--- config.mk ---
export PLATFORM = sky130hd
export DESIGN_NAME = fetch_queue
export DESIGN_NICKNAME = d
export VERILOG_FILES = /design/src/design/fetch_pkg.sv /design/src/design/fetch_queue.sv
export SDC_FILE = /design/constraint.sdc
export NUM_CORES = 1
export LEC_CHECK = 0
export BUFFER_PORTS_ARGS = -buffer_cell sky130_fd_sc_hd__buf_2
export CAP_MARGIN = 10
export CORE_MARGIN = 2
export CORE_UTILIZATION = 61
export CTS_BUF_LIST = sky130_fd_sc_hd__clkbuf_2
export CTS_CLUSTER_SIZE = 28
export DETAILED_ROUTE_END_ITERATION = 10
export PLACE_DENSITY = 0.83
export SLEW_MARGIN = 10
export SYNTH_ARGS = -nofsm -noshare
export SYNTH_HDL_FRONTEND = slang
export SYNTH_SLANG_ARGS = --single-unit
export TNS_END_PERCENT = 100
--- constraint.sdc ---
create_clock -name clock -period 10.8 [get_ports clock]
set_clock_uncertainty 0.2 [all_clocks]
set_input_delay 0 -clock clock [delete_from_list [all_inputs] [get_ports clock]]
set_output_delay 0 -clock clock [all_outputs]
set_load 0.01 [all_outputs]
--- src/design/fetch_pkg.sv ---
`default_nettype none

package fetch_pkg;

  ////////////////////////////////////////
  // sizes
  ////////////////////////////////////////

  localparam int addr_width      = 64;  // pc and memory address
  localparam int inst_width      = 32;  // one alpha instruction
  localparam int mem_word_width  = 64;  // memory word, two instructions
  localparam int imem_depth_log2 = 8;   // 256 words indexed by pc[10:3]
  localparam int imem_latency    = 2;   // accepted request to valid response

  // queue entries, also the cap on entries plus requests in flight
  localparam int fetch_queue_depth = 4;
  localparam int fq_ptr_width      = $clog2(fetch_queue_depth);
  localparam int fq_cnt_width      = $clog2(fetch_queue_depth + 1);  // holds 0..depth

  localparam logic [fq_cnt_width-1:0] fq_full_count = fq_cnt_width'(fetch_queue_depth);

  localparam logic [addr_width-1:0] reset_pc = '0;  // first fetch address

  ////////////////////////////////////////
  // instruction formats
  ////////////////////////////////////////

  typedef struct packed {
    logic [5:0]  opcode;
    logic [4:0]  ra;    // condition / link register
    logic [20:0] disp;  // branch displacement
  } br_fmt_t;

  typedef struct packed {
    logic [5:0]  opcode;
    logic [4:0]  ra;
    logic [4:0]  rb;    // base register
    logic [15:0] disp;  // memory displacement
  } mem_fmt_t;

  // one 32-bit word, two decodings
  typedef union packed {
    br_fmt_t  br;
    mem_fmt_t mem;
  } inst_word_t;

  // branch opcodes are 0x30..0x3f, top two opcode bits set
  localparam logic [5:0] branch_opcode_mask = 6'b11_0000;

  function automatic logic is_branch_op(input logic [5:0] opcode);
    return (opcode & branch_opcode_mask) == branch_opcode_mask;
  endfunction

endpackage

`default_nettype wire

--- src/design/fetch_queue.sv ---
`default_nettype none

module fetch_queue
  import fetch_pkg::*;
(
  input  logic                    clock,
  input  logic                    reset,
  input  logic                    push,          // write at tail
  input  logic [addr_width-1:0]   push_pc,
  input  logic [addr_width-1:0]   push_npc,
  input  logic [inst_width-1:0]   push_inst,
  input  logic                    flush,         // drop all entries
  input  logic                    dispatch_en,   // consumer ready
  output logic [fq_cnt_width-1:0] count,
  output logic                    if_valid,      // head entry present
  output logic [addr_width-1:0]   if_pc,
  output logic [addr_width-1:0]   if_npc,
  output logic [inst_width-1:0]   if_inst,
  output logic                    if_is_branch,
  output logic [addr_width-1:0]   if_disp        // sign extended
);

  ////////////////////////////////////////
  // storage
  ////////////////////////////////////////

  logic [addr_width-1:0] pc_mem   [fetch_queue_depth];
  logic [addr_width-1:0] npc_mem  [fetch_queue_depth];
  inst_word_t            inst_mem [fetch_queue_depth];

  logic [fq_ptr_width-1:0] head_ptr;  // oldest entry
  logic [fq_ptr_width-1:0] tail_ptr;  // next free slot
  logic                    pop;
  inst_word_t              head_word;

  assign if_valid = count != '0;
  assign pop      = if_valid & dispatch_en;  // dispatch takes the head

  // payload only, written at tail
  always_ff @(posedge clock) begin
    if (push) begin
      pc_mem[tail_ptr]   <= push_pc;
      npc_mem[tail_ptr]  <= push_npc;
      inst_mem[tail_ptr] <= push_inst;
    end
  end

  ////////////////////////////////////////
  // pointers and count
  ////////////////////////////////////////

  // fetch credits keep push away from a full queue
  always_ff @(posedge clock) begin
    if (reset) begin
      head_ptr <= '0;
      tail_ptr <= '0;
      count    <= '0;
    end else if (flush) begin
      head_ptr <= '0;  // flush beats push and pop
      tail_ptr <= '0;
      count    <= '0;
    end else begin
      if (push) begin
        tail_ptr <= tail_ptr + fq_ptr_width'(1);  // wraps, depth is a power of two
      end
      if (pop) begin
        head_ptr <= head_ptr + fq_ptr_width'(1);
      end
      count <= count + fq_cnt_width'(push) - fq_cnt_width'(pop);
    end
  end

  ////////////////////////////////////////
  // head and predecode
  ////////////////////////////////////////

  assign head_word = inst_mem[head_ptr];
  assign if_pc     = pc_mem[head_ptr];
  assign if_npc    = npc_mem[head_ptr];
  assign if_inst   = head_word;

  // opcode sits in the same place in both formats
  assign if_is_branch = is_branch_op(head_word.br.opcode);

  always_comb begin
    if (if_is_branch) begin
      if_disp = {{(addr_width - $bits(head_word.br.disp)){head_word.br.disp[20]}},
                 head_word.br.disp};  // 21-bit branch field
    end else begin
      if_disp = {{(addr_width - $bits(head_word.mem.disp)){head_word.mem.disp[15]}},
                 head_word.mem.disp};  // 16-bit memory field
    end
  end

endmodule

`default_nettype wire

==> results of run 1 <==
==> stage by stage <==
stage,instance area [µm²],utilization [%]
2_1_floorplan,24000,-
3_3_place_gp,26100,67.3
3_5_place_dp,26100,67.3
==> cells by family after synthesis <==
group	synth area share, %
adder cells (fa/ha/maj)	0.396
flip-flops	80.9
XOR/XNOR	0.183
AO/OA/AOI/OAI	0.276
AND/OR/NAND/NOR	0.318
buffers and inverters	2.89
multiplexers	15.1
==> flow_metrics.tcl, run 1 <==
set metrics [dict create \
    status "did not finish" \
    cts_buffer_depth 3 \
    yosys_warnings 0 \
    dp_hpwl_um 28800 \
    syn_inst 950 \
    ctsHoldBuffers 408 \
    synth_fp_nets 1122 \
    gp_congestion 0.774 \
    post_cts_buffers 0 \
    syn_area_um2 24000 \
    root_buffer "clkbuf_2" \
    ys_ff_latch 649 \
    rows 72 \
    h-tree-depth 4 \
    cts_inserted_buffers 153 \
    initial_utilization_pct 61.9 \
    io_pins 394 \
    async_reset_ff_share_pct 0 \
    yosys-top-cells-count "640 x edfxtp_1, 159 x mux4_2, 74 x buf_4, 15 x buf_1, 9 x dfxtp_1" \
    syn_avg_cell_area_um2 25.3 \
    synthDistinctLibCells 24 \
    yosysTopAreaCell "edfxtp_1" \
    synth_seq_area_share_pct 80.9 \
    synthMostInstantiatedCell "edfxtp_1" \
    placed_cells 1776 \
    synth_area_leaders "edfxtp_1 80%, mux4_2 15%, buf_4 2.3%" \
    netlist.area_leader.share_pct 80.1 \
    tool.error "[ERROR RSZ-0060] Max buffer count reached." \
    cts-resized-gates 0 \
    clock-sinks 649 \
    stop_stage "clock tree synthesis (4_1_cts)" \
    die_h_um 202 \
    synth_ff_type "edfxtp_1" \
    synth_edf_count 640 \
    place.port_buffers 393 \
    fp.dieW_um 202 \
    post-place-ws_ns 7.26 \
]
==> run 2: changes to the inputs <==
--- a/config.mk
+++ b/config.mk
@@ -8,11 +8,9 @@
 export BUFFER_PORTS_ARGS = -buffer_cell sky130_fd_sc_hd__buf_2
 export CAP_MARGIN = 10
 export CORE_MARGIN = 2
-export CORE_UTILIZATION = 61
-export CTS_BUF_LIST = sky130_fd_sc_hd__clkbuf_2
-export CTS_CLUSTER_SIZE = 28
+export CORE_UTILIZATION = 40
 export DETAILED_ROUTE_END_ITERATION = 10
-export PLACE_DENSITY = 0.83
+export PLACE_DENSITY_LB_ADDON = 0.15
 export SLEW_MARGIN = 10
 export SYNTH_ARGS = -nofsm -noshare
 export SYNTH_HDL_FRONTEND = slang
==> run 2 against run 1 <==
Against the previous run:
- the flow now finishes without violations
- synthesized cell count did not move
- synthesized area did not move
==> flow_metrics.tcl, run 2 <==
set metrics [dict create \
    status "finished clean" \
    required_ns 10.60 \
    rows 89 \
    grt_pass1_vias 13100 \
    cts_buffer_depth 3 \
    via_per_inst 4.83 \
    synth_edf_count 640 \
    fmax_mhz 242 \
    initial_utilization_pct 40.6 \
    netlist.area_leader.share_pct 80.1 \
    first_pass_iters 4 \
    final_area_um2 31800 \
    clk_pin_slew_ns 0.06 \
    dp_hpwl_um 28500 \
    synth_ff_type "edfxtp_1" \
    cp.arrival_ns 3.93 \
    place.port_buffers 393 \
    synthMostInstantiatedCell "edfxtp_1" \
    insertion_delay_ns 0.61 \
    dr_total_vias 12000 \
    holdPathStages 2 \
    tritoncts "built" \
    fp.dieW_um 249 \
    nNetsFinal 1824 \
    syn_avg_cell_area_um2 25.3 \
    max-slew-margin-rel_pct 33.1 \
    yosys-top-cells-count "640 x edfxtp_1, 159 x mux4_2, 74 x buf_4, 15 x buf_1, 9 x dfxtp_1" \
    die_area_um2 62000 \
    r2r_slack_ns 7.90 \
    die_h_um 249 \
    top_regs "npc_mem: 256 flops, pc_mem: 256 flops, inst_mem: 128 flops" \
    setup_viol 0 \
    tightest_slew_ns 1.00 \
    max_cap_viol_count 0 \
    track_usage_pct 16.4 \
    async_reset_ff_share_pct 0 \
    post_cts_buffers 0 \
    grt_max_degree 80 \
    crit_type "reg -> out" \
    core_area_um2 59100 \
    worst_hold_slack_ns 0.0450 \
    antenna_found_initial 8 \
    cts_inserted_buffers 70 \
    placed_cell_area_um2 26400 \
    final_hold_viol_count 0 \
    setup.worst_path.end "if_disp[22]" \
    leakage_uw 0.0110 \
    h-tree-depth 3 \
    fin_util_pct 53.8 \
    synthDistinctLibCells 24 \
    area_delta_synth_final_pct 32.6 \
    yosysTopAreaCell "edfxtp_1" \
    min_path_type "in -> reg" \
    layout_common_cells "640 x edfxtp_1, 393 x buf_2, 320 x dlygate4sd3_1, 159 x mux4_2, 70 x clkbuf_16" \
    irDropWorstVdd_mv 0.122 \
    rsz0062_at_grt "no" \
    layout.cells.most_common "edfxtp_1" \
    detail_route.iter0.violations 674 \
    min_period_over_period_pct 38.2 \
    fin_ws_ns 6.67 \
    syn_inst 950 \
    crit_path_start_kind "flip-flop" \
    r2r-start "tail_ptr[0]$_SDFFE_PP0P_" \
    gp_congestion 0.695 \
    synth_seq_area_share_pct 80.9 \
    power.density_nw_per_um2 175 \
    synth_area_leaders "edfxtp_1 80%, mux4_2 15%, buf_4 2.3%" \
    wl_per_cell_um 20.1 \
    cp-end-kind "output port" \
    yosys_warnings 0 \
    totalWireLength_um 50000 \
    drv_slew 0 \
    grt_pass1_wl_um 77400 \
    syn_area_um2 24000 \
    ys_ff_latch 649 \
    drive_gt1_share_pct 39.2 \
    rr_endpoint "inst_mem[3][25]$_DFFE_PP_" \
    io_pins 394 \
    drc 0 \
    worstRegToRegCells 4 \
    grt-ovfl-total 0 \
    fin_crit_ns 4.13 \
    clock-sinks 649 \
    root_buffer "clkbuf_16" \
    path_max_fanout 56 \
    synth_fp_nets 1122 \
    post-place-ws_ns 7.11 \
    ant_nets 0 \
    fin_tns_setup_ns 0 \
]
==> run 2: area by class of cell <==
class / instances / area [µm²]
fill: 4627 / 27300
sequential: 649 / 19400
timing repair buffer: 727 / 5290
multi-input combinational: 196 / 3910
clock buffer: 94 / 1850
tap: 773 / 967
clock inverter: 32 / 339
inverter: 8 / 30.0
antenna: 4 / 10.0
==> run 2: through the flow <==
step                      power [µW]  std cells
final                           5580       2483
after global routing            5790       2483
after CTS                       5660       2479
after detailed placement        3280       2033
after global placement          3280       2033
after floorplan                 3150        950
==> run 2: routing by layer <==
layer	wire (µm)	track usage, %
met5	41	0
met4	965	5.28
met3	3530	5.07
met2	25100	28.2
met1	20300	19.8
==> run 2: how the worst min path moves through the flow <==
| stage | endpoint | slack, ns | from |
|---|---|---|---|
| 2_1_floorplan | inst_mem[0][0]$_DFFE_PP_ | -0.10 | push_inst[0] |
| 3_3_place_gp | pc_mem[1][16]$_DFFE_PP_ | 0.01 | push_pc[16] |
| 3_5_place_dp | inst_mem[0][10]$_DFFE_PP_ | 0.01 | push_inst[10] |
| 4_1_cts | inst_mem[1][19]$_DFFE_PP_ | 0.003 | push_inst[19] |
| 5_1_grt | inst_mem[0][19]$_DFFE_PP_ | 0.05 | push_inst[19] |
| 6_report | inst_mem[0][20]$_DFFE_PP_ | 0.05 | push_inst[20] |
==> run 2: critical path, cell delays in order (launching register included) <==
cell and delay, ns:
dfxtp_4 0.81, buf_4 0.78, mux4_2 0.46, a21boi_2 0.26
a21o_1 0.69, buf_2 0.27
==> run 2: repair_timing <==
item | 4_1_cts | 5_1_grt
resized for setup | 0 | 0
hold buffers | 320 | 0
hold endpoints to repair | 775 | 0
==> run 2: where the power goes <==
part,switching [µW],internal [µW]
clock,933,1330
sequential,19.8,2840
combinational,217,238
total,1170,4410
==> run 2: cell families (layout without fill, tap and decap cells) <==
family / Yosys count / after routing / synth area share [%]
mux: 161 / 161 / 15.1
buf+inv: 105 / 861 / 2.89
compound gates: 8 / 8 / 0.276
flops: 649 / 649 / 80.9
fa+ha+maj: 7 / 7 / 0.396
other cells: 0 / 4 / 0
simple gates: 15 / 15 / 0.318
xor+xnor: 5 / 5 / 0.183
Power figures use the tool's default switching activity.
==> run 3: changes to the inputs <==
--- a/config.mk
+++ b/config.mk
@@ -5,6 +5,7 @@
 export SDC_FILE = /design/constraint.sdc
 export NUM_CORES = 1
 export LEC_CHECK = 0
+export ABC_AREA = 1
 export BUFFER_PORTS_ARGS = -buffer_cell sky130_fd_sc_hd__buf_2
 export CAP_MARGIN = 10
 export CORE_MARGIN = 2
==> constraint.sdc (replaced) <==
create_clock -name clock -period 4.06 [get_ports clock]
set_clock_uncertainty 0.2 [all_clocks]
set_input_delay 0 -clock clock [delete_from_list [all_inputs] [get_ports clock]]
set_output_delay 0 -clock clock [all_outputs]
set_load 0.01 [all_outputs]
==> run 3 against run 2 <==
Against the previous run:
- sequential share of layout area fell by 0.91 points
- via count increased by 34%
- final cell count increased by 29%
- power increased to 2.7 times the previous value
- wire length rose by 22%
- combinational power rose to 2.9 times the previous value
- largest cell class unchanged
- largest power group unchanged
- highest routed layer unchanged
==> flow_metrics.tcl, run 3 <==
set metrics [dict create \
    max-slew-margin-rel_pct 30.9 \
    power.total_uw 15000 \
    min_period_over_period_pct 82.8 \
    gp_congestion 0.764 \
    synthDistinctLibCells 23 \
    rsz0062_at_grt "no" \
    dr_total_vias 16100 \
    p_int_uw 11700 \
    yosysTopAreaCell "edfxtp_1" \
    syn_inst 1726 \
    crit_path_start_kind "flip-flop" \
    antenna_found_initial 4 \
    layout_common_cells "640 x edfxtp_1, 393 x buf_2, 312 x dlygate4sd3_1, 310 x nor2_1, 258 x o21ai_0" \
    syn_avg_cell_area_um2 14.3 \
    max_cap_viol_count 0 \
    fill_cells 5234 \
    placed_cell_area_um2 26900 \
    totalWireLength_um 61000 \
    tritoncts "built" \
    multi_input_area_um2 4110 \
    detail_route.iter0.violations 1120 \
    die_area_um2 63700 \
    ctsHoldBuffers 311 \
    netSwitchingPower_uw 3320 \
    crit_type "reg -> out" \
    post-place-ws_ns 1.14 \
    fin_tns_setup_ns 0 \
    post_cts_buffers 0 \
    cts_inserted_buffers 71 \
    layout.cells.most_common "edfxtp_1" \
    nNetsFinal 2534 \
    fin_crit_ns 3.36 \
    seqPwrFrac_pct 50.7 \
    cp-end-kind "output port" \
    fp.dieW_um 252 \
    async_reset_ff_share_pct 0 \
    root_buffer "clkbuf_16" \
    core_area_um2 61400 \
    initial_utilization_pct 40.2 \
    status "finished clean" \
    yosys_warnings 0 \
    fin_ws_ns 0.698 \
    setup_viol 0 \
    final_area_um2 32300 \
    dp_hpwl_um 32600 \
    grt-ovfl-total 0 \
    area_delta_synth_final_pct 30.7 \
    ant_nets 0 \
    insertion_delay_ns 0.59 \
    ys_ff_latch 649 \
    grt_max_degree 175 \
    combPwrFrac_pct 8.6 \
    synth_edf_count 640 \
    syn_area_um2 24700 \
    top_regs "npc_mem: 256 flops, pc_mem: 256 flops, inst_mem: 128 flops" \
    h-tree-depth 3 \
    drc 0 \
    synth_area_leaders "edfxtp_1 78%, o21ai_0 5.2%, nor2_1 4.7%" \
    path_max_fanout 44 \
    final_hold_viol_count 0 \
    synth_fp_nets 1898 \
    netlist.area_leader.share_pct 77.8 \
    clock-sinks 649 \
    seq_area_um2 19400 \
    cts-resized-gates 0 \
    cts_buffer_depth 3 \
    clkPwrFrac_pct 40.6 \
    tightest_slew_ns 1.03 \
    leakage_uw 0.0118 \
    drv_slew 0 \
    synth_seq_area_share_pct 78.6 \
    place.port_buffers 393 \
    min_path_type "in -> reg" \
    grt_pass1_vias 15900 \
    track_usage_pct 18.8 \
    io_pins 394 \
    clk_pin_slew_ns 0.06 \
    cp.arrival_ns 3.16 \
    swShare_pct 22.2 \
    die_h_um 252 \
    irDropWorstVdd_mv 0.345 \
    synth_ff_type "edfxtp_1" \
    rows 91 \
    first_pass_iters 5 \
    yosys-top-cells-count "640 x edfxtp_1, 310 x nor2_1, 258 x o21ai_0, 152 x o22ai_1, 64 x buf_4" \
    via_per_inst 5.01 \
    wl_per_cell_um 19.0 \
    power.density_nw_per_um2 464 \
    required_ns 3.86 \
    grt_pass1_wl_um 92000 \
    fmax_mhz 297 \
    synthMostInstantiatedCell "edfxtp_1" \
    drive_gt1_share_pct 21.7 \
]
run 3: stage by stage:
stage / hold slack (ns) / cells / util [%]
floorplan: -0.101 / 1726 / -
global placement: 0.0127 / 2767 / 43.9
detailed placement: 0.0160 / 2767 / 43.9
CTS: 0.000173 / 3205 / 52.6
global route: 0.00882 / 3209 / 52.6
finish: 0.0250 / 3211 / 52.6
run 3: final cells by class:
type                            instances  share of cell area, %
Antenna cell                            5                 0.0388
Tap cell                              790                   3.06
Clock buffer                           87                   5.95
Clock inverter                         40                  0.876
Sequential cell                       649                   60.1
Multi-Input combinational cell        862                   12.7
Inverter                               51                  0.670
Timing Repair Buffer                  727                   16.5
run 3: path summary, 6_finish.rpt:
kind                             from                  endpoint  slack (ns)  depth (start not counted)
min                        push_pc[7]    pc_mem[1][7]$_DFFE_PP_        0.03                          2
max                         flip-flop               if_disp[32]        0.70                          6
max reg2reg  tail_ptr[0]$_SDFFE_PP0P_  npc_mem[0][52]$_DFFE_PP_        1.18                          6
min reg2reg  tail_ptr[0]$_SDFFE_PP0P_  tail_ptr[0]$_SDFFE_PP0P_        0.32                          2
run 3: kinds of logic (layout without fill, tap and decap cells):
logic type,Yosys count,count (layout),synth area share (%)
AO/OA/AOI/OAI,464,464,10.2
adder cells (fa/ha/maj),7,7,0.385
flip-flops,649,649,78.6
AND/OR/NAND/NOR,391,391,6.08
buffers and inverters,215,905,4.79
other,0,5,0
run 3: power groups by stage:
stage / clock [µW] / combinational [µW] / sequential [µW]
2_1_floorplan: 0 / 634 / 7750
3_3_place_gp: 0 / 1050 / 7740
3_5_place_dp: 0 / 1070 / 7750
4_1_cts: 6250 / 1310 / 7610
5_1_grt: 6530 / 1420 / 7620
6_report: 6090 / 1300 / 7610
run 3: routing by layer:
layer	up-vias	wire length (µm)	track usage, %
met5	-	11	0
met1	7946	26100	24.4
li1	7641	-	-
met2	400	29800	31.4
met3	99	3450	3.98
met4	2	1620	6.46
run 3: critical path, stage by stage (launching register included):
cell and delay, ns:
dfxtp_4 0.53, buf_4 0.43, o211ai_1 0.15, nand2_1 0.22, nand2_1 0.16, nand2_1 0.78
buf_2 0.29
==> run 4: changes to the inputs <==
==> constraint.sdc (replaced) <==
create_clock -name clock -period 3.5 [get_ports clock]
set_clock_uncertainty 0.2 [all_clocks]
set_input_delay 0 -clock clock [delete_from_list [all_inputs] [get_ports clock]]
set_output_delay 0 -clock clock [all_outputs]
set_load 0.01 [all_outputs]
==> run 4 against run 3 <==
Against the previous run:
- sequential power rose by 16%
- utilization increased by 0.55 points
- combinational power grew 18%
- critical path type unchanged
==> flow_metrics.tcl, run 4 (same netlist as run 3, synthesis figures left out) <==
set metrics [dict create \
    status "finished clean" \
    crit_type "reg -> out" \
    clock-sinks 649 \
    dp_hpwl_um 33000 \
    post-place-ws_ns 1.09 \
    multi_input_area_um2 4130 \
    fin_ws_ns 0.496 \
    final_hold_viol_count 0 \
    path_max_fanout 162 \
    leakage_uw 0.0119 \
    tightest_slew_ns 0.962 \
    max-slew-margin-rel_pct 35.9 \
    layout.cells.most_common "edfxtp_1" \
    grt_pass1_vias 16300 \
    tritoncts "built" \
    grt_max_degree 163 \
    drc 0 \
    seq_area_um2 19400 \
    core_area_um2 61400 \
    detail_route.iter0.violations 1210 \
    max_cap_viol_count 0 \
    cts_buffer_depth 3 \
    gp_congestion 0.757 \
    min_period_over_period_pct 85.8 \
    layout_common_cells "640 x edfxtp_1, 393 x buf_2, 323 x dlygate4sd3_1, 310 x nor2_1, 258 x o21ai_0" \
    irDropWorstVdd_mv 0.432 \
    initial_utilization_pct 40.2 \
    drv_slew 0 \
    antenna_found_initial 2 \
    rsz0062_at_grt "no" \
    cts-resized-gates 0 \
    grt-ovfl-total 0 \
    dr_total_vias 16100 \
    die_h_um 252 \
    cp-end-kind "output port" \
    totalWireLength_um 61400 \
    drive_gt1_share_pct 22.0 \
    fill_cells 5218 \
    via_per_inst 5.00 \
    fin_crit_ns 3.00 \
    die_area_um2 63700 \
    place.port_buffers 393 \
    cts_inserted_buffers 72 \
    ctsHoldBuffers 323 \
    track_usage_pct 19.0 \
    h-tree-depth 3 \
    required_ns 3.30 \
    top_regs "npc_mem: 256 flops, pc_mem: 256 flops, inst_mem: 128 flops" \
    fmax_mhz 333 \
    crit_path_start_kind "flip-flop" \
    root_buffer "clkbuf_16" \
    setup_viol 0 \
    insertion_delay_ns 0.59 \
    io_pins 394 \
    cp.arrival_ns 2.80 \
    power.density_nw_per_um2 543 \
    first_pass_iters 5 \
    post_cts_buffers 0 \
    min_path_type "in -> reg" \
    fp.dieW_um 252 \
    power.total_uw 17700 \
    area_delta_synth_final_pct 32.1 \
    wl_per_cell_um 19.0 \
    rows 91 \
    clk_pin_slew_ns 0.06 \
    grt_pass1_wl_um 93600 \
    ant_nets 0 \
    nNetsFinal 2547 \
]
run 4: metrics by stage:
step	TNS (ns)	area, µm²	instances	util, %	hold WS, ns
after global placement	0	27100	2768	44.1	0.0114
final	0	32600	3228	53.2	0.0349
after detailed placement	0	27100	2768	44.1	0.0153
after global routing	0	32600	3226	53.2	0.0292
after CTS	0	32600	3224	53.1	0.000921
after floorplan	-43.53	24700	1726	-	-0.101
run 4: final timing paths:
check / startpoint / cells after the start / slack [ns] / end
min reg2reg: tail_ptr[0]$_SDFFE_PP0P_ / 2 / 0.29 / tail_ptr[0]$_SDFFE_PP0P_
max reg2reg: tail_ptr[0]$_SDFFE_PP0P_ / 6 / 1.21 / tail_ptr[1]$_SDFFE_PP0P_
max: flip-flop / 5 / 0.50 / if_npc[4]
min: push_inst[15] / 2 / 0.03 / inst_mem[0][15]$_DFFE_PP_
run 4: critical path: stages, from the launching register on:
cell and delay [ns]:
dfxtp_4 0.39, inv_8 0.40, buf_12 0.49, o21ai_0 0.16
o22ai_1 0.23, buf_2 0.19
run 4: power breakdown:
| group | leakage (µW) | internal, µW | switching [µW] | total [µW] |
|---|---|---|---|---|
| Clock | 0.00113 | 4350 | 3020 | 7370 |
| Combinational | 0.00484 | 651 | 880 | 1530 |
| Sequential | 0.00595 | 8770 | 48.3 | 8820 |
| Total | 0.0119 | 13800 | 3950 | 17700 |
run 4: final cells by class:
cell class / count / area share, %
inverters: 51 / 0.663
well taps: 790 / 3.03
diodes: 4 / 0.0307
flip-flops and latches: 649 / 59.5
multi-input cells: 862 / 12.7
clock buffers: 95 / 6.01
clock inverters: 38 / 1.11
repair buffers: 739 / 17.0
run 4: routing by layer:
layer | part of all wire, % | vias up | track usage (%)
met5 | 0 | - | 0
met4 | 2.5 | 0 | 6.63
met3 | 6.3 | 96 | 4.15
met2 | 50 | 440 | 32.0
met1 | 42 | 7919 | 24.2
li1 | - | 7670 | -
