### config.mk
export PLATFORM = sky130hd
export DESIGN_NAME = fetch_stage_flat
export DESIGN_NICKNAME = d
export VERILOG_FILES = /design/src/design/fetch_pkg.sv /design/src/design/imem_if.sv /design/src/design/fetch_stage.sv /design/src/flat_wrapper.sv
export SDC_FILE = /design/constraint.sdc
export NUM_CORES = 1
export LEC_CHECK = 0
export BUFFER_PORTS_ARGS = -buffer_cell sky130_fd_sc_hd__buf_2
export CAP_MARGIN = 20
export CORE_AREA = 2 2 170 189
export DETAILED_ROUTE_END_ITERATION = 10
export DIE_AREA = 0 0 172 191
export PLACE_DENSITY = 0.65
export SYNTH_ARGS = -nofsm -noshare
export SYNTH_HDL_FRONTEND = slang
export SYNTH_SLANG_ARGS = --single-unit
### constraint.sdc
create_clock -name clock -period 6.53 [get_ports clock]
set_clock_uncertainty 0.05 [all_clocks]
set_input_delay 0.3265 -clock clock [delete_from_list [all_inputs] [get_ports clock]]
set_output_delay 0.3265 -clock clock [all_outputs]
set_load 0.02 [all_outputs]
### src/design/fetch_pkg.sv
`default_nettype none

package fetch_pkg;

  ////////////////////////////////////////
  // sizes
  ////////////////////////////////////////

  localparam int addr_width      = 64;  // pc and memory address
  localparam int inst_width      = 32;  // one alpha instruction
  localparam int mem_word_width  = 64;  // memory word, two instructions
  localparam int imem_depth_log2 = 8;   // 256 words indexed by pc[10:3]
  localparam int imem_latency    = 2;   // accepted request to valid response

  // queue entries, also the cap on entries plus requests in flight
  localparam int fetch_queue_depth = 4;
  localparam int fq_ptr_width      = $clog2(fetch_queue_depth);
  localparam int fq_cnt_width      = $clog2(fetch_queue_depth + 1);  // holds 0..depth

  localparam logic [fq_cnt_width-1:0] fq_full_count = fq_cnt_width'(fetch_queue_depth);

  localparam logic [addr_width-1:0] reset_pc = '0;  // first fetch address

  ////////////////////////////////////////
  // instruction formats
  ////////////////////////////////////////

  typedef struct packed {
    logic [5:0]  opcode;
    logic [4:0]  ra;    // condition / link register
    logic [20:0] disp;  // branch displacement
  } br_fmt_t;

  typedef struct packed {
    logic [5:0]  opcode;
    logic [4:0]  ra;
    logic [4:0]  rb;    // base register
    logic [15:0] disp;  // memory displacement
  } mem_fmt_t;

  // one 32-bit word, two decodings
  typedef union packed {
    br_fmt_t  br;
    mem_fmt_t mem;
  } inst_word_t;

  // branch opcodes are 0x30..0x3f, top two opcode bits set
  localparam logic [5:0] branch_opcode_mask = 6'b11_0000;

  function automatic logic is_branch_op(input logic [5:0] opcode);
    return (opcode & branch_opcode_mask) == branch_opcode_mask;
  endfunction

endpackage

`default_nettype wire

### src/design/imem_if.sv
`default_nettype none

interface imem_if
  import fetch_pkg::*;
();

  logic                      req;    // accepted on every edge where high, no ready
  logic [addr_width-1:0]     addr;   // 8-byte aligned
  logic                      valid;  // one-cycle strobe, imem_latency after req
  logic [mem_word_width-1:0] data;   // both halves of the word

  // fetch side issues requests
  modport fetch (
    output req,
    output addr,
    input  valid,
    input  data
  );

  // memory side answers in order
  modport mem (
    input  req,
    input  addr,
    output valid,
    output data
  );

endinterface

`default_nettype wire

### src/design/fetch_stage.sv
`default_nettype none

module fetch_stage
  import fetch_pkg::*;
(
  input  logic                    clock,
  input  logic                    reset,
  imem_if.fetch                   imem,           // request / response to memory
  input  logic                    retire_valid,
  input  logic                    retire_branch,
  input  logic                    retire_taken,
  input  logic [addr_width-1:0]   retire_target,  // redirect address
  output logic                    push,           // queue write
  output logic [addr_width-1:0]   push_pc,
  output logic [addr_width-1:0]   push_npc,
  output logic [inst_width-1:0]   push_inst,
  output logic                    flush,          // empties the queue
  input  logic [fq_cnt_width-1:0] count           // queue occupancy, for credits
);

  logic                    redirect;       // taken branch at retire
  logic [addr_width-1:0]   req_pc;         // runs ahead of the responses
  logic                    issue;          // request this cycle
  logic [fq_cnt_width:0]   credits_used;   // queue entries + in flight
  logic [fq_cnt_width-1:0] inflight_cnt;
  logic [fq_cnt_width-1:0] inflight_next;
  logic [fq_cnt_width-1:0] drop_cnt;       // old-path responses still to come
  logic                    dropping;
  logic [addr_width-1:0]   pc_pipe [imem_latency];  // pc of each request in flight
  logic [addr_width-1:0]   resp_pc;        // pc paired with the current response

  ////////////////////////////////////////
  // redirect
  ////////////////////////////////////////

  assign redirect = retire_valid & retire_branch & retire_taken;  // all three needed
  assign flush    = redirect;

  ////////////////////////////////////////
  // request issue
  ////////////////////////////////////////

  // one request per free slot, none in the redirect cycle (old path)
  assign credits_used = {1'b0, count} + {1'b0, inflight_cnt};
  assign issue        = ~redirect & (credits_used < {1'b0, fq_full_count});

  assign imem.req  = issue;
  assign imem.addr = {req_pc[addr_width-1:3], 3'b000};  // word aligned

  // one request per instruction, so the pc pipeline matches pushes one to one
  always_ff @(posedge clock) begin
    if (reset) begin
      req_pc <= reset_pc;
    end else if (redirect) begin
      req_pc <= retire_target;
    end else if (issue) begin
      req_pc <= req_pc + addr_width'(4);
    end
  end

  // in-flight count, up on issue and down on response
  assign inflight_next = inflight_cnt + fq_cnt_width'(issue) - fq_cnt_width'(imem.valid);

  always_ff @(posedge clock) begin
    if (reset) begin
      inflight_cnt <= '0;
    end else begin
      inflight_cnt <= inflight_next;
    end
  end

  ////////////////////////////////////////
  // stale response drop
  ////////////////////////////////////////

  assign dropping = drop_cnt != '0;

  always_ff @(posedge clock) begin
    if (reset) begin
      drop_cnt <= '0;
    end else if (redirect) begin
      drop_cnt <= inflight_next;  // everything left in flight is old path
    end else if (imem.valid && dropping) begin
      drop_cnt <= drop_cnt - fq_cnt_width'(1);
    end
  end

  // pc pipeline runs alongside the memory latency
  always_ff @(posedge clock) begin
    pc_pipe[0] <= req_pc;
    for (int i = 1; i < imem_latency; i++) begin
      pc_pipe[i] <= pc_pipe[i-1];
    end
  end

  assign resp_pc = pc_pipe[imem_latency-1];

  ////////////////////////////////////////
  // push to queue
  ////////////////////////////////////////

  // a response in the redirect cycle is old path too
  assign push      = imem.valid & ~dropping & ~redirect;
  assign push_pc   = resp_pc;
  assign push_npc  = resp_pc + addr_width'(4);
  assign push_inst = resp_pc[2] ? imem.data[mem_word_width-1:inst_width]  // upper half
                                : imem.data[inst_width-1:0];

endmodule

`default_nettype wire

### src/flat_wrapper.sv
// flat-port wrapper written by rule: the top's interface ports become plain ports
module fetch_stage_flat import fetch_pkg::*;
  (clock, reset, retire_valid, retire_branch, retire_taken, retire_target, push, push_pc, push_npc, push_inst, flush, count, imem_req, imem_addr, imem_valid, imem_data);
  imem_if imem_i ();
  input  logic clock;
  input  logic reset;
  input  logic retire_valid;
  input  logic retire_branch;
  input  logic retire_taken;
  input  logic [addr_width-1:0] retire_target;
  output logic push;
  output logic [addr_width-1:0] push_pc;
  output logic [addr_width-1:0] push_npc;
  output logic [inst_width-1:0] push_inst;
  output logic flush;
  input  logic [fq_cnt_width-1:0] count;
  output wire logic [$bits(imem_i.req)-1:0] imem_req;
  output wire logic [$bits(imem_i.addr)-1:0] imem_addr;
  input wire logic [$bits(imem_i.valid)-1:0] imem_valid;
  input wire logic [$bits(imem_i.data)-1:0] imem_data;
  assign imem_req = imem_i.req;
  assign imem_addr = imem_i.addr;
  assign imem_i.valid = imem_valid;
  assign imem_i.data = imem_data;
  fetch_stage u_core (.clock(clock), .reset(reset), .imem(imem_i), .retire_valid(retire_valid), .retire_branch(retire_branch), .retire_taken(retire_taken), .retire_target(retire_target), .push(push), .push_pc(push_pc), .push_npc(push_npc), .push_inst(push_inst), .flush(flush), .count(count));
endmodule
==> results of run 1 <==
==> per-stage QoR <==
step / power [W] / instance area, µm² / hold slack (ps) / utilization (%)
after floorplan: 0.00194 / 9140 / 260 / -
after global placement: 0.00213 / 10400 / 260 / 33.7
after detailed placement: 0.00214 / 10400 / 262 / 33.7
after CTS: 0.00317 / 11000 / 42.8 / 35.5
after global routing: 0.00329 / 11000 / 48.1 / 35.5
final: 0.00314 / 11000 / 63.9 / 35.5
==> cell families after synthesis <==
family                   synth area share (%)
AND/OR/NAND/NOR                          20.9
flip-flops                               43.4
buffers and inverters                    12.7
XOR/XNOR                                 11.6
AO/OA/AOI/OAI                            6.08
multiplexers                             3.95
adder cells (fa/ha/maj)                  1.32
other                                  0.0411
==> sequential cells by signal (all words and copies together) (netlist names) <==
name	count
u_core.drop_cnt	3
u_core.inflight_cnt	3
u_core.pc_pipe	128
u_core.req_pc	64
==> final cells by class <==
cell class	instances	area, µm²
Fill cell	3232	20000
Antenna cell	1	2.50
Clock inverter	14	143
Tap cell	420	526
Multi-Input combinational cell	585	4030
Inverter	16	60.1
Sequential cell	198	3960
Timing Repair Buffer	366	1850
Clock buffer	18	439
==> metal layers <==
layer / up-vias / wire length [µm] / global-route usage [%]
met5: - / 27 / 0
met4: 4 / 340 / 4.30
met3: 23 / 1430 / 3.40
met2: 209 / 12900 / 26.3
met1: 3410 / 12200 / 21.3
li1: 3631 / - / -
==> Yosys cell counts (all sizes together) <==
cell / instances / share of area, %
a311oi: 5 / 0.48
xnor2: 73 / 7.0
o21ai: 4 / 0.22
xor2: 48 / 4.6
nor3b: 2 / 0.22
nor2b: 3 / 0.21
nor2: 93 / 3.8
dfxtp: 198 / 43
nor3: 14 / 0.82
or4: 3 / 0.33
nand2b: 1 / 0.069
nor4: 24 / 2.4
or3: 9 / 0.78
conb: 1 / 0.041
a21oi: 7 / 0.38
nand3: 36 / 2.0
a211oi: 52 / 4.3
and3: 26 / 1.8
mux2: 32 / 3.9
nand2: 65 / 2.7
a21boi: 1 / 0.082
ha: 8 / 1.1
nor4b: 2 / 0.42
o22ai: 3 / 0.21
or2: 6 / 0.41
and2: 8 / 0.55
a22o: 4 / 0.38
clkbuf: 27 / 1.1
buf: 135 / 11
nand4: 42 / 3.3
fa: 1 / 0.22
inv: 16 / 0.66
nand4b: 2 / 0.42
and4: 8 / 0.78
==> worst register-to-register path: cells and delay by family, from the launching register on <==
kind | cells | cell delay [ps]
AOI/OAI and AO/OA | 1 | 250
xor gates and xnor gates | 1 | 190
adders and majority gates | 1 | 290
DFF | 1 | 330
and+or+nand+nor | 4 | 1760
==> cell usage in the layout, fill, tap and decap left out, drive strengths merged, types with 2 or more instances in the layout <==
cell type and count:
clkinv 6, clkinvlp 2, a311oi 5, mux2 32
xor2 48, dfxtp 198, a21oi 7, xnor2 73
and3 26, nor3 14, nor4b 2, nand4 42
buf 366, o21ai 4, a211oi 52, nor4 24
or3 9, nand2 65, nor2 93, nor3b 2
and4 8, nand4b 2, a22o 4, o22ai 3
nor2b 3, conb 3, inv 21, or4 3
ha 8, clkbuf 18, and2 8, nand3 36
or2 6
==> power groups by stage <==
stage,Clock (W),Sequential (W),Combinational [W]
final,0.00103,0.00139,0.000720
after global routing,0.00112,0.00140,0.000773
after CTS,0.00106,0.00139,0.000724
after detailed placement,0,0.00142,0.000719
after global placement,0,0.00142,0.000710
after floorplan,0,0.00139,0.000557
==> final timing paths <==
kind | cells after the start | slack [ps] | end | start
worst min register to register | 0 | 270 | u_core.pc_pipe[0][95]$_DFF_P_ | u_core.pc_pipe[0][31]$_DFF_P_
worst max-delay path | 10 | 2960 | push_npc[54] | u_core.pc_pipe[0][66]$_DFF_P_
worst max register to register | 7 | 3570 | u_core.req_pc[41]$_SDFFE_PP0P_ | u_core.inflight_cnt[2]$_SDFF_PP0_
worst min-delay path | 2 | 60 | u_core.req_pc[44]$_SDFFE_PP0P_ | retire_target[44]
==> insert_results.sql, run 1 <==
INSERT INTO impl_metrics (metric_group, metric, value, unit) VALUES
('outcome', 'run_status', 'finished, final reports clean', ''),
('grt', 'grt_start_max_net_pins', '66', ''),
('clocking', 'ctsHtreeMaxLevel', '4', ''),
('timing', 'finalCritPeriodShare', '54.6', '%'),
('clocking', 'post_cts_resize_count', '0', ''),
('pwr', 'comb_power_share', '22.9', '%'),
('timing', 'max_slew_margin', '44.3', '%'),
('clocking', 'clock_sinks', '198', ''),
('die', 'die_x', '172', 'µm'),
('worst_setup_path', 'critPathLaunchType', 'flip-flop', ''),
('pwr', 'share_seq_of_total_power', '44.2', '%'),
('worst_setup_path', 'path_class', 'reg -> out', ''),
('route', 'drt_first_iter_violations', '427', ''),
('worst_setup_path', 'end_kind', 'output port', ''),
('timing', 'setup-tns-final', '0', 'ps'),
('placed_design', 'detailedPlace.worstSlack', '3430', 'ps'),
('die', 'core_footprint', '31000', 'µm²'),
('worst_setup_path', 'worst-path-buf-inv', '3', ''),
('worst_setup_path', 'cp_data_arrival_time', '3190', 'ps'),
('clocking', 'clk_transition_reported_paths', '70', 'ps'),
('timing', 'setup_viol', '0', ''),
('final_layout', 'layout.nets', '1330', ''),
('die', 'io-pin-count', '364', ''),
('worst_setup_path', 'timing.critical_path.slowest_stage_cell', 'sky130_fd_sc_hd__nor2_1', ''),
('timing', 'final_slew_violations', '0', ''),
('synth', 'synth.yosys.seq_area_share', '43.4', '%'),
('die', 'fp-row-count', '68', ''),
('pwr', 'vdd_ir_drop_max', '174', 'µV'),
('timing', 'tightest_slew', '828', 'ps'),
('synth', 'synth_seq_cells', '198', ''),
('pwr', 'power.density', '285', 'nW/µm²'),
('clocking', 'cts_setup_buffers', '0', ''),
('timing', 'fin_ws', '2960', 'ps'),
('route', 'dr_total_vias', '7277', ''),
('synth', 'post_synth_inst_count', '959', ''),
('die', 'die_height', '191', 'µm'),
('pwr', 'total_switching_power', '0.00101', 'W'),
('clocking', 'numCtsBuffers', '17', ''),
('timing', 'fmax', '280', 'MHz'),
('synth', 'syn-cell-area', '9130', 'µm²'),
('worst_setup_path', 'crit_path_cell_trace', 'buf_4 -> ha_1 -> nand2_1 -> nor3_1 -> buf_4 -> nand2_1 -> nor2_1 -> nand3_1 -> xnor2_1 -> buf_2', ''),
('worst_setup_path', 'max_stage_delay', '520', 'ps'),
('route', 'postRouteWirelength', '27000', 'µm'),
('grt', 'number_of_global_route_vias_before_repair', '6854', ''),
('final_layout', 'drive_above_1_share', '38.2', '%'),
('grt', 'grt_overflow', '0', ''),
('worst_setup_path', 'critPathMaxFanout', '38', ''),
('synth', 'netlist-cell-type-count', '50', ''),
('placed_design', 'post-place-cells', '1585', ''),
('die', 'die-area', '32900', 'µm²'),
('clocking', 'cts_tree', 'yes', ''),
('run', 'max-cap-violations', '0', ''),
('timing', 'hold_violations', '0', ''),
('final_layout', 'synthToLayoutAreaGrowth', '20.5', '%'),
('synth', 'yosysWarnings', '0', ''),
('pwr', 'cell_leakage_power', '4.94', 'nW'),
('pwr', 'power.share.clock', '32.9', '%'),
('timing', 'final.min_clock_period', '3570', 'ps'),
('placed_design', 'dp_hpwl', '21400', 'µm'),
('placed_design', 'globalplace.congestion', '0.853', ''),
('grt', 'grt_antenna_before_repair', '3', ''),
('clocking', 'post_cts_hold_buffer_count', '0', ''),
('grt', 'grt_first_pass_wirelength', '39800', 'µm'),
('clocking', 'clockBufferDepth', '2', ''),
('min_path', 'hold_class', 'in -> reg', ''),
('final_layout', 'stdcell_count', '1618', ''),
('route', 'routed_wire_length_per_instance', '16.7', 'µm'),
('route', 'avgViaCountPerCell', '4.50', ''),
('clocking', 'cts.root.buffer_cell', 'sky130_fd_sc_hd__clkbuf_16', ''),
('placed_design', 'number_of_buffers_inserted_by_port_buffering', '360', ''),
('worst_setup_path', 'timing.critical_path.max_delay_family', 'simple AND/OR/NAND/NOR gates', ''),
('clocking', 'clock_insertion_delay_worst_skew', '430', 'ps'),
('timing', 'grt_setup_unrepaired', 'false', ''),
('synth', 'syn_area_per_cell', '9.52', 'µm²'),
('die', 'start_util', '29.5', '%'),
('route', 'first_pass_iters', '5', ''),
('route', 'antenna_left', '0', ''),
('pwr', 'cell_internal_pwr', '0.00213', 'W'),
('pwr', 'power.share.switching', '32.1', '%'),
('route', 'total_drc_errors_in_the_routed_layout', '0', ''),
('worst_setup_path', 'critical_path_required', '6150', 'ps'),
('grt', 'global_route.usage.total', '16.0', '%');
Power figures use the tool's default switching activity.
==> inputs of run 2 (changes only) <==
clock period = 3.6 ns   (was 6.53 ns; I/O delays follow)
==> run 2 against run 1 <==
Against the previous run: hold slack worse by 46 ps; final area is 5.6% higher; wire length rose by 4.7%; clock power is 83% higher; power increased by 85%; setup slack worse by 2600 ps; sequential share of layout area down 1.9 points; non-clock buffer count grew 62; largest cell class unchanged.
==> insert_results.sql, run 2 (same netlist as run 1, synthesis figures left out) <==
INSERT INTO impl_metrics (metric_group, metric, value, unit) VALUES
('final_layout', 'largestRegisters', 'u_core.pc_pipe x128, u_core.req_pc x64', ''),
('pwr', 'vdd_ir_drop_max', '317', 'µV'),
('final_layout', 'synthToLayoutAreaGrowth', '27.3', '%'),
('clocking', 'clockBufferDepth', '2', ''),
('grt', 'grt_overflow', '0', ''),
('clocking', 'clk_transition_reported_paths', '70', 'ps'),
('worst_setup_path', 'critPathLaunchType', 'flip-flop', ''),
('timing', 'grt_setup_unrepaired', 'false', ''),
('timing', 'finalCritPeriodShare', '91.2', '%'),
('die', 'die-area', '32900', 'µm²'),
('placed_design', 'globalplace.congestion', '0.873', ''),
('grt', 'global_route_met3_utilization', '3.98', '%'),
('worst_setup_path', 'critPathMaxFanout', '6', ''),
('placed_design', 'number_of_buffers_inserted_by_port_buffering', '360', ''),
('final_layout', 'largest_register_ffs', '128', ''),
('route', 'antenna_left', '0', ''),
('worst_setup_path', 'r2r.worst_path.cells', '8', ''),
('outcome', 'run_status', 'finished, final reports clean', ''),
('clocking', 'cts.root.buffer_cell', 'sky130_fd_sc_hd__clkbuf_16', ''),
('final_layout', 'layout.cells.most_common_list', '360 x sky130_fd_sc_hd__buf_2, 198 x sky130_fd_sc_hd__dfxtp_1, 93 x sky130_fd_sc_hd__nor2_1', ''),
('pwr', 'total_power', '0.00580', 'W'),
('clocking', 'ctsHtreeMaxLevel', '4', ''),
('worst_setup_path', 'regToRegStartpoint', 'u_core.inflight_cnt[2]$_SDFF_PP0_', ''),
('final_layout', 'mostFrequentLayoutCell', 'sky130_fd_sc_hd__buf_2', ''),
('timing', 'final.min_clock_period', '3280', 'ps'),
('clocking', 'cts_tree', 'yes', ''),
('final_layout', 'filler_cell_count', '3211', ''),
('clocking', 'numCtsBuffers', '17', ''),
('grt', 'grtUsageMet1', '21.2', '%'),
('clocking', 'clock_insertion_delay_worst_skew', '440', 'ps'),
('timing', 'hold_violations', '0', ''),
('grt', 'met2_usage', '27.3', '%'),
('worst_setup_path', 'end_kind', 'output port', ''),
('pwr', 'cell_leakage_power', '5.20', 'nW'),
('route', 'avgViaCountPerCell', '4.54', ''),
('worst_setup_path', 'critPathCapture', 'push_npc[40]', ''),
('min_path', 'hold_class', 'in -> reg', ''),
('timing', 'setup-tns-final', '0', 'ps'),
('timing', 'setup_viol', '0', ''),
('grt', 'grt_start_max_net_pins', '67', ''),
('pwr', 'cell_internal_pwr', '0.00394', 'W'),
('route', 'routed_wire_length_per_instance', '16.8', 'µm'),
('grt', 'grt_first_pass_wirelength', '41700', 'µm'),
('timing', 'tightest_slew', '728', 'ps'),
('grt', 'grt_antenna_before_repair', '6', ''),
('final_layout', 'layout.cell_area.non_filler', '11600', 'µm²'),
('run', 'max-cap-violations', '0', ''),
('route', 'first_pass_iters', '4', ''),
('worst_setup_path', 'cp_data_arrival_time', '3050', 'ps'),
('route', 'total_drc_errors_in_the_routed_layout', '0', ''),
('worst_setup_path', 'critical_path_required', '3370', 'ps'),
('timing', 'max_slew_margin', '51.1', '%'),
('pwr', 'power.share.switching', '32.2', '%'),
('grt', 'grt.busiest_layer', 'met2', ''),
('route', 'postRouteWirelength', '28200', 'µm'),
('final_layout', 'max_flop_register', 'u_core.pc_pipe', ''),
('worst_setup_path', 'register_to_register_setup_slack', '610', 'ps'),
('die', 'start_util', '29.5', '%'),
('pwr', 'power.density', '499', 'nW/µm²'),
('pwr', 'total_switching_power', '0.00187', 'W'),
('final_layout', 'seq_area', '3960', 'µm²'),
('pwr', 'comb_power_share', '24.0', '%'),
('die', 'io-pin-count', '364', ''),
('grt', 'number_of_global_route_vias_before_repair', '7303', ''),
('die', 'die_height', '191', 'µm'),
('final_layout', 'layout.nets', '1392', ''),
('worst_setup_path', 'reg2reg_to', 'u_core.req_pc[61]$_SDFFE_PP0P_', ''),
('timing', 'fmax', '305', 'MHz'),
('final_layout', 'drive_above_1_share', '36.7', '%'),
('placed_design', 'area_after_detailed_placement', '10500', 'µm²'),
('worst_setup_path', 'path_class', 'reg -> out', ''),
('worst_setup_path', 'crit_start', 'u_core.pc_pipe[0][82]$_DFF_P_', ''),
('pwr', 'share_seq_of_total_power', '43.5', '%'),
('grt', 'global_route.usage.total', '16.5', '%'),
('route', 'drt_first_iter_violations', '368', ''),
('die', 'fp-row-count', '68', ''),
('pwr', 'power.share.clock', '32.5', '%'),
('timing', 'final_slew_violations', '0', ''),
('die', 'die_x', '172', 'µm'),
('route', 'dr_total_vias', '7633', ''),
('placed_design', 'dp_hpwl', '21900', 'µm'),
('clocking', 'clock_sinks', '198', ''),
('final_layout', 'multi_input_comb_area', '4040', 'µm²'),
('die', 'core_footprint', '31000', 'µm²');
-- run 2: worst max-delay path, stage by stage, from the launching register on --
cell	delay (ps)
sky130_fd_sc_hd__dfxtp_1	420
sky130_fd_sc_hd__nand4_1	240
sky130_fd_sc_hd__nor4_2	530
sky130_fd_sc_hd__nand2_1	440
sky130_fd_sc_hd__nor2_1	420
sky130_fd_sc_hd__and3_1	230
sky130_fd_sc_hd__xor2_1	150
sky130_fd_sc_hd__buf_2	180
-- run 2: worst min-delay path by stage --
stage,start,endpoint,slack (ps),cells past startpoint
detailed placement,u_core.pc_pipe[0][45]$_DFF_P_,u_core.pc_pipe[0][109]$_DFF_P_,260,0
global route,retire_target[59],u_core.req_pc[59]$_SDFFE_PP0P_,20,3
finish,retire_target[51],u_core.req_pc[51]$_SDFFE_PP0P_,20,3
floorplan,u_core.pc_pipe[0][36]$_DFF_P_,u_core.pc_pipe[0][100]$_DFF_P_,260,0
CTS,retire_target[59],u_core.req_pc[59]$_SDFFE_PP0P_,2,3
global placement,u_core.pc_pipe[0][30]$_DFF_P_,u_core.pc_pipe[0][94]$_DFF_P_,260,0
-- run 2: final cells by class --
cell class,count,area share (%)
inverter,16,0.517
sequential,198,34.1
multi-input combinational,585,34.7
clock buffer,19,3.81
clock inverter,13,1.19
antenna,2,0.0430
tap,420,4.52
timing repair buffer,428,21.1
-- run 2: metal layers --
metal / share of wire [%] / up-vias
li1: - / 3753
met1: 45 / 3598
met2: 47 / 235
met3: 5.4 / 39
met4: 1.6 / 8
met5: 0.19 / -
-- run 2: power by group through the flow --
stage	logic, W	clock network (W)	registers (W)
2_1_floorplan	0.00101	0	0.00252
3_3_place_gp	0.00132	0	0.00257
3_5_place_dp	0.00134	0	0.00257
4_1_cts	0.00140	0.00194	0.00252
5_1_grt	0.00150	0.00202	0.00255
6_report	0.00139	0.00189	0.00252
-- run 2: through the flow --
step	setup slack (ps)	std cells	util, %	hold WS (ps)
after global placement	579	1590	33.8	260
after floorplan	961	961	-	260
after CTS	6.82	1679	37.5	2.29
after detailed placement	477	1590	33.8	262
after global routing	65.8	1680	37.5	22.2
final	317	1681	37.5	18.3
-- run 2: repair_timing --
action                     4_1_cts  5_1_grt
setup endpoints to repair        0       13
hold endpoints to repair        57        0
buffers inserted                 0        0
resized for setup                0        1
hold buffers                    57        0
==> inputs of run 3 (changes only) <==
GPL_TIMING_DRIVEN = 0   (was not set)
==> run 3 against run 2 <==
Against the previous run: clock-buffer cell count unchanged; sequential power about the same; sequential share of layout area down 2.8 points; final area up 8.8%; critical path depth unchanged; critical path type unchanged; setup slack worse by 110 ps; power up 1.0%; first-iteration DRC count down 10%; global-route usage up 0.47 points; hold slack worse by 7.6 ps.
==> insert_results.sql, run 3 (same netlist as run 1, synthesis figures left out) <==
INSERT INTO impl_metrics (metric_group, metric, value, unit) VALUES
('route', 'drt_first_iter_violations', '330', ''),
('run', 'max-cap-violations', '0', ''),
('final_layout', 'layout.nets', '1544', ''),
('min_path', 'timing.hold.worst_path_depth', '3', ''),
('clocking', 'ctsHtreeMaxLevel', '4', ''),
('route', 'avgViaCountPerCell', '4.44', ''),
('clocking', 'cts.root.buffer_cell', 'sky130_fd_sc_hd__clkbuf_16', ''),
('pwr', 'vdd_ir_drop_max', '317', 'µV'),
('timing', 'max_slew_margin', '42.3', '%'),
('timing', 'fin_ws', '211', 'ps'),
('clocking', 'clockBufferDepth', '2', ''),
('die', 'die-area', '32900', 'µm²'),
('placed_design', 'globalplace.congestion', '0.850', ''),
('clocking', 'clock_sinks', '198', ''),
('grt', 'global_route.usage.total', '17.0', '%'),
('timing', 'final_slew_violations', '0', ''),
('min_path', 'hold-path-endpoint', 'u_core.req_pc[25]$_SDFFE_PP0P_', ''),
('final_layout', 'synthToLayoutAreaGrowth', '38.5', '%'),
('die', 'start_util', '29.5', '%'),
('clocking', 'clk_transition_reported_paths', '70', 'ps'),
('clocking', 'clock_insertion_delay_worst_skew', '430', 'ps'),
('route', 'total_drc_errors_in_the_routed_layout', '0', ''),
('pwr', 'cell_leakage_power', '5.89', 'nW'),
('worst_setup_path', 'timing.critical_path.slowest_stage_cell', 'sky130_fd_sc_hd__nor2_1', ''),
('final_layout', 'drive_above_1_share', '41.3', '%'),
('grt', 'grt_overflow', '0', ''),
('clocking', 'cts_tree', 'yes', ''),
('worst_setup_path', 'cp_data_arrival_time', '3160', 'ps'),
('placed_design', 'detailedPlace.worstSlack', '221', 'ps'),
('min_path', 'hold_class', 'in -> reg', ''),
('route', 'postRouteWirelength', '28700', 'µm'),
('timing', 'setup-tns-final', '0', 'ps'),
('worst_setup_path', 'r2r.worst_path.cells', '13', ''),
('timing', 'finalCritPeriodShare', '94.1', '%'),
('route', 'antenna_left', '0', ''),
('clocking', 'numCtsBuffers', '17', ''),
('final_layout', 'layout.core_utilization', '40.9', '%'),
('final_layout', 'mostFrequentLayoutCell', 'sky130_fd_sc_hd__buf_2', ''),
('grt', 'number_of_global_route_vias_before_repair', '7654', ''),
('final_layout', 'largestRegisters', 'u_core.pc_pipe x128, u_core.req_pc x64', ''),
('route', 'dr_total_vias', '8138', ''),
('worst_setup_path', 'register_to_register_setup_slack', '550', 'ps'),
('clocking', 'cts_setup_buffers', '0', ''),
('timing', 'fmax', '295', 'MHz'),
('placed_design', 'dp_hpwl', '23100', 'µm'),
('final_layout', 'max_flop_register', 'u_core.pc_pipe', ''),
('timing', 'tightest_slew', '858', 'ps'),
('final_layout', 'largest_register_ffs', '128', ''),
('final_layout', 'filler_cell_count', '3181', ''),
('grt', 'grt_antenna_before_repair', '7', ''),
('placed_design', 'number_of_buffers_inserted_by_port_buffering', '360', ''),
('grt', 'grt_first_pass_wirelength', '43000', 'µm'),
('die', 'io-pin-count', '364', ''),
('min_path', 'hold_path_startpoint', 'retire_target[25]', ''),
('die', 'die_x', '172', 'µm'),
('grt', 'grt_start_max_net_pins', '20', ''),
('worst_setup_path', 'critical_path_required', '3370', 'ps'),
('pwr', 'power.density', '463', 'nW/µm²'),
('die', 'die_height', '191', 'µm'),
('worst_setup_path', 'path_class', 'reg -> out', ''),
('worst_setup_path', 'critPathLaunchType', 'flip-flop', ''),
('outcome', 'run_status', 'finished, final reports clean', ''),
('worst_setup_path', 'reg2reg_to', 'u_core.drop_cnt[2]$_SDFFE_PP0P_', ''),
('worst_setup_path', 'regToRegStartpoint', 'u_core.inflight_cnt[2]$_SDFF_PP0_', ''),
('worst_setup_path', 'critPathMaxFanout', '6', ''),
('worst_setup_path', 'end_kind', 'output port', ''),
('route', 'routed_wire_length_per_instance', '15.7', 'µm'),
('die', 'core_footprint', '31000', 'µm²'),
('timing', 'final.min_clock_period', '3390', 'ps'),
('final_layout', 'layout.cells.most_common_list', '361 x sky130_fd_sc_hd__buf_2, 198 x sky130_fd_sc_hd__dfxtp_1, 131 x sky130_fd_sc_hd__buf_4', ''),
('timing', 'grt_setup_unrepaired', 'false', ''),
('worst_setup_path', 'max_stage_delay', '550', 'ps'),
('worst_setup_path', 'crit_path_cell_trace', 'nand4_1 -> nor3_2 -> nand2_1 -> nor2_1 -> nand3_1 -> xnor2_1 -> buf_2', ''),
('die', 'fp-row-count', '68', ''),
('route', 'first_pass_iters', '5', ''),
('timing', 'hold_violations', '0', ''),
('timing', 'setup_viol', '0', '');
-- run 3: cell count changes in the layout (fill, tap and decap cells not counted), moves of 2 or more --
| cell | change |
|---|---|
| sky130_fd_sc_hd__nor3_1 | -2 |
| sky130_fd_sc_hd__inv_8 | +3 |
| sky130_fd_sc_hd__inv_6 | -4 |
| sky130_fd_sc_hd__clkinv_4 | +2 |
| sky130_fd_sc_hd__clkbuf_1 | +27 |
| sky130_fd_sc_hd__buf_4 | +120 |
| sky130_fd_sc_hd__buf_1 | +3 |
-- run 3: power breakdown --
group	internal (W)	total (W)	switching, W
sequential	0.00235	0.00252	0.000166
combinational	0.000669	0.00149	0.000822
clock	0.000940	0.00185	0.000910
-- run 3: through the flow --
stage	instance area, µm²	hold slack [ps]	power, W	cells
2_1_floorplan	9140	260	0.00353	961
3_3_place_gp	11500	260	0.00400	1741
3_5_place_dp	11500	262	0.00401	1741
4_1_cts	12600	0.237	0.00591	1831
5_1_grt	12600	0.294	0.00614	1832
6_report	12700	10.7	0.00586	1834
-- run 3: worst max path at each step --
| stage | start | end | slack [ps] |
|---|---|---|---|
| 2_1_floorplan | u_core.inflight_cnt[2]$_SDFF_PP0_ | u_core.drop_cnt[2]$_SDFFE_PP0P_ | 960 |
| 3_3_place_gp | u_core.pc_pipe[0][66]$_DFF_P_ | push_npc[57] | 220 |
| 3_5_place_dp | retire_valid | u_core.drop_cnt[2]$_SDFFE_PP0P_ | 220 |
| 4_1_cts | u_core.pc_pipe[0][66]$_DFF_P_ | push_npc[61] | 120 |
| 5_1_grt | u_core.pc_pipe[0][68]$_DFF_P_ | push_npc[54] | 20 |
| 6_report | u_core.pc_pipe[0][68]$_DFF_P_ | push_npc[54] | 210 |
-- run 3: critical path, delay by kind of cell (launching register included) --
family | cells | cell delay (ps)
xor gates and xnor gates | 1 | 150
buffers and inverters | 1 | 170
DFF | 1 | 430
and+or+nand+nor | 5 | 1960
-- run 3: cell type report --
class	count	area (µm²)	area share [%]
Antenna cell	3	7.51	0.0593
Buffer	162	1100	8.70
Clock buffer	19	443	3.50
Clock inverter	13	136	1.08
Inverter	16	60.1	0.475
Multi-Input combinational cell	585	4030	31.9
Sequential cell	198	3960	31.3
Tap cell	420	526	4.15
Timing Repair Buffer	418	2380	18.8
-- run 3: layer usage --
metal | GRT usage [%] | part of all wire (%) | vias up
met5 | 0 | 0.19 | -
met4 | 4.82 | 1.4 | 8
met3 | 4.24 | 6.1 | 32
met2 | 28.5 | 48 | 213
met1 | 21.5 | 44 | 3832
li1 | - | - | 4053
-- run 3: what timing repair did --
action | 4_1_cts | 5_1_grt
gates resized for setup | 2 | 1
hold buffers | 58 | 0
setup endpoints to repair | 16 | 10
hold endpoints to repair | 58 | 0
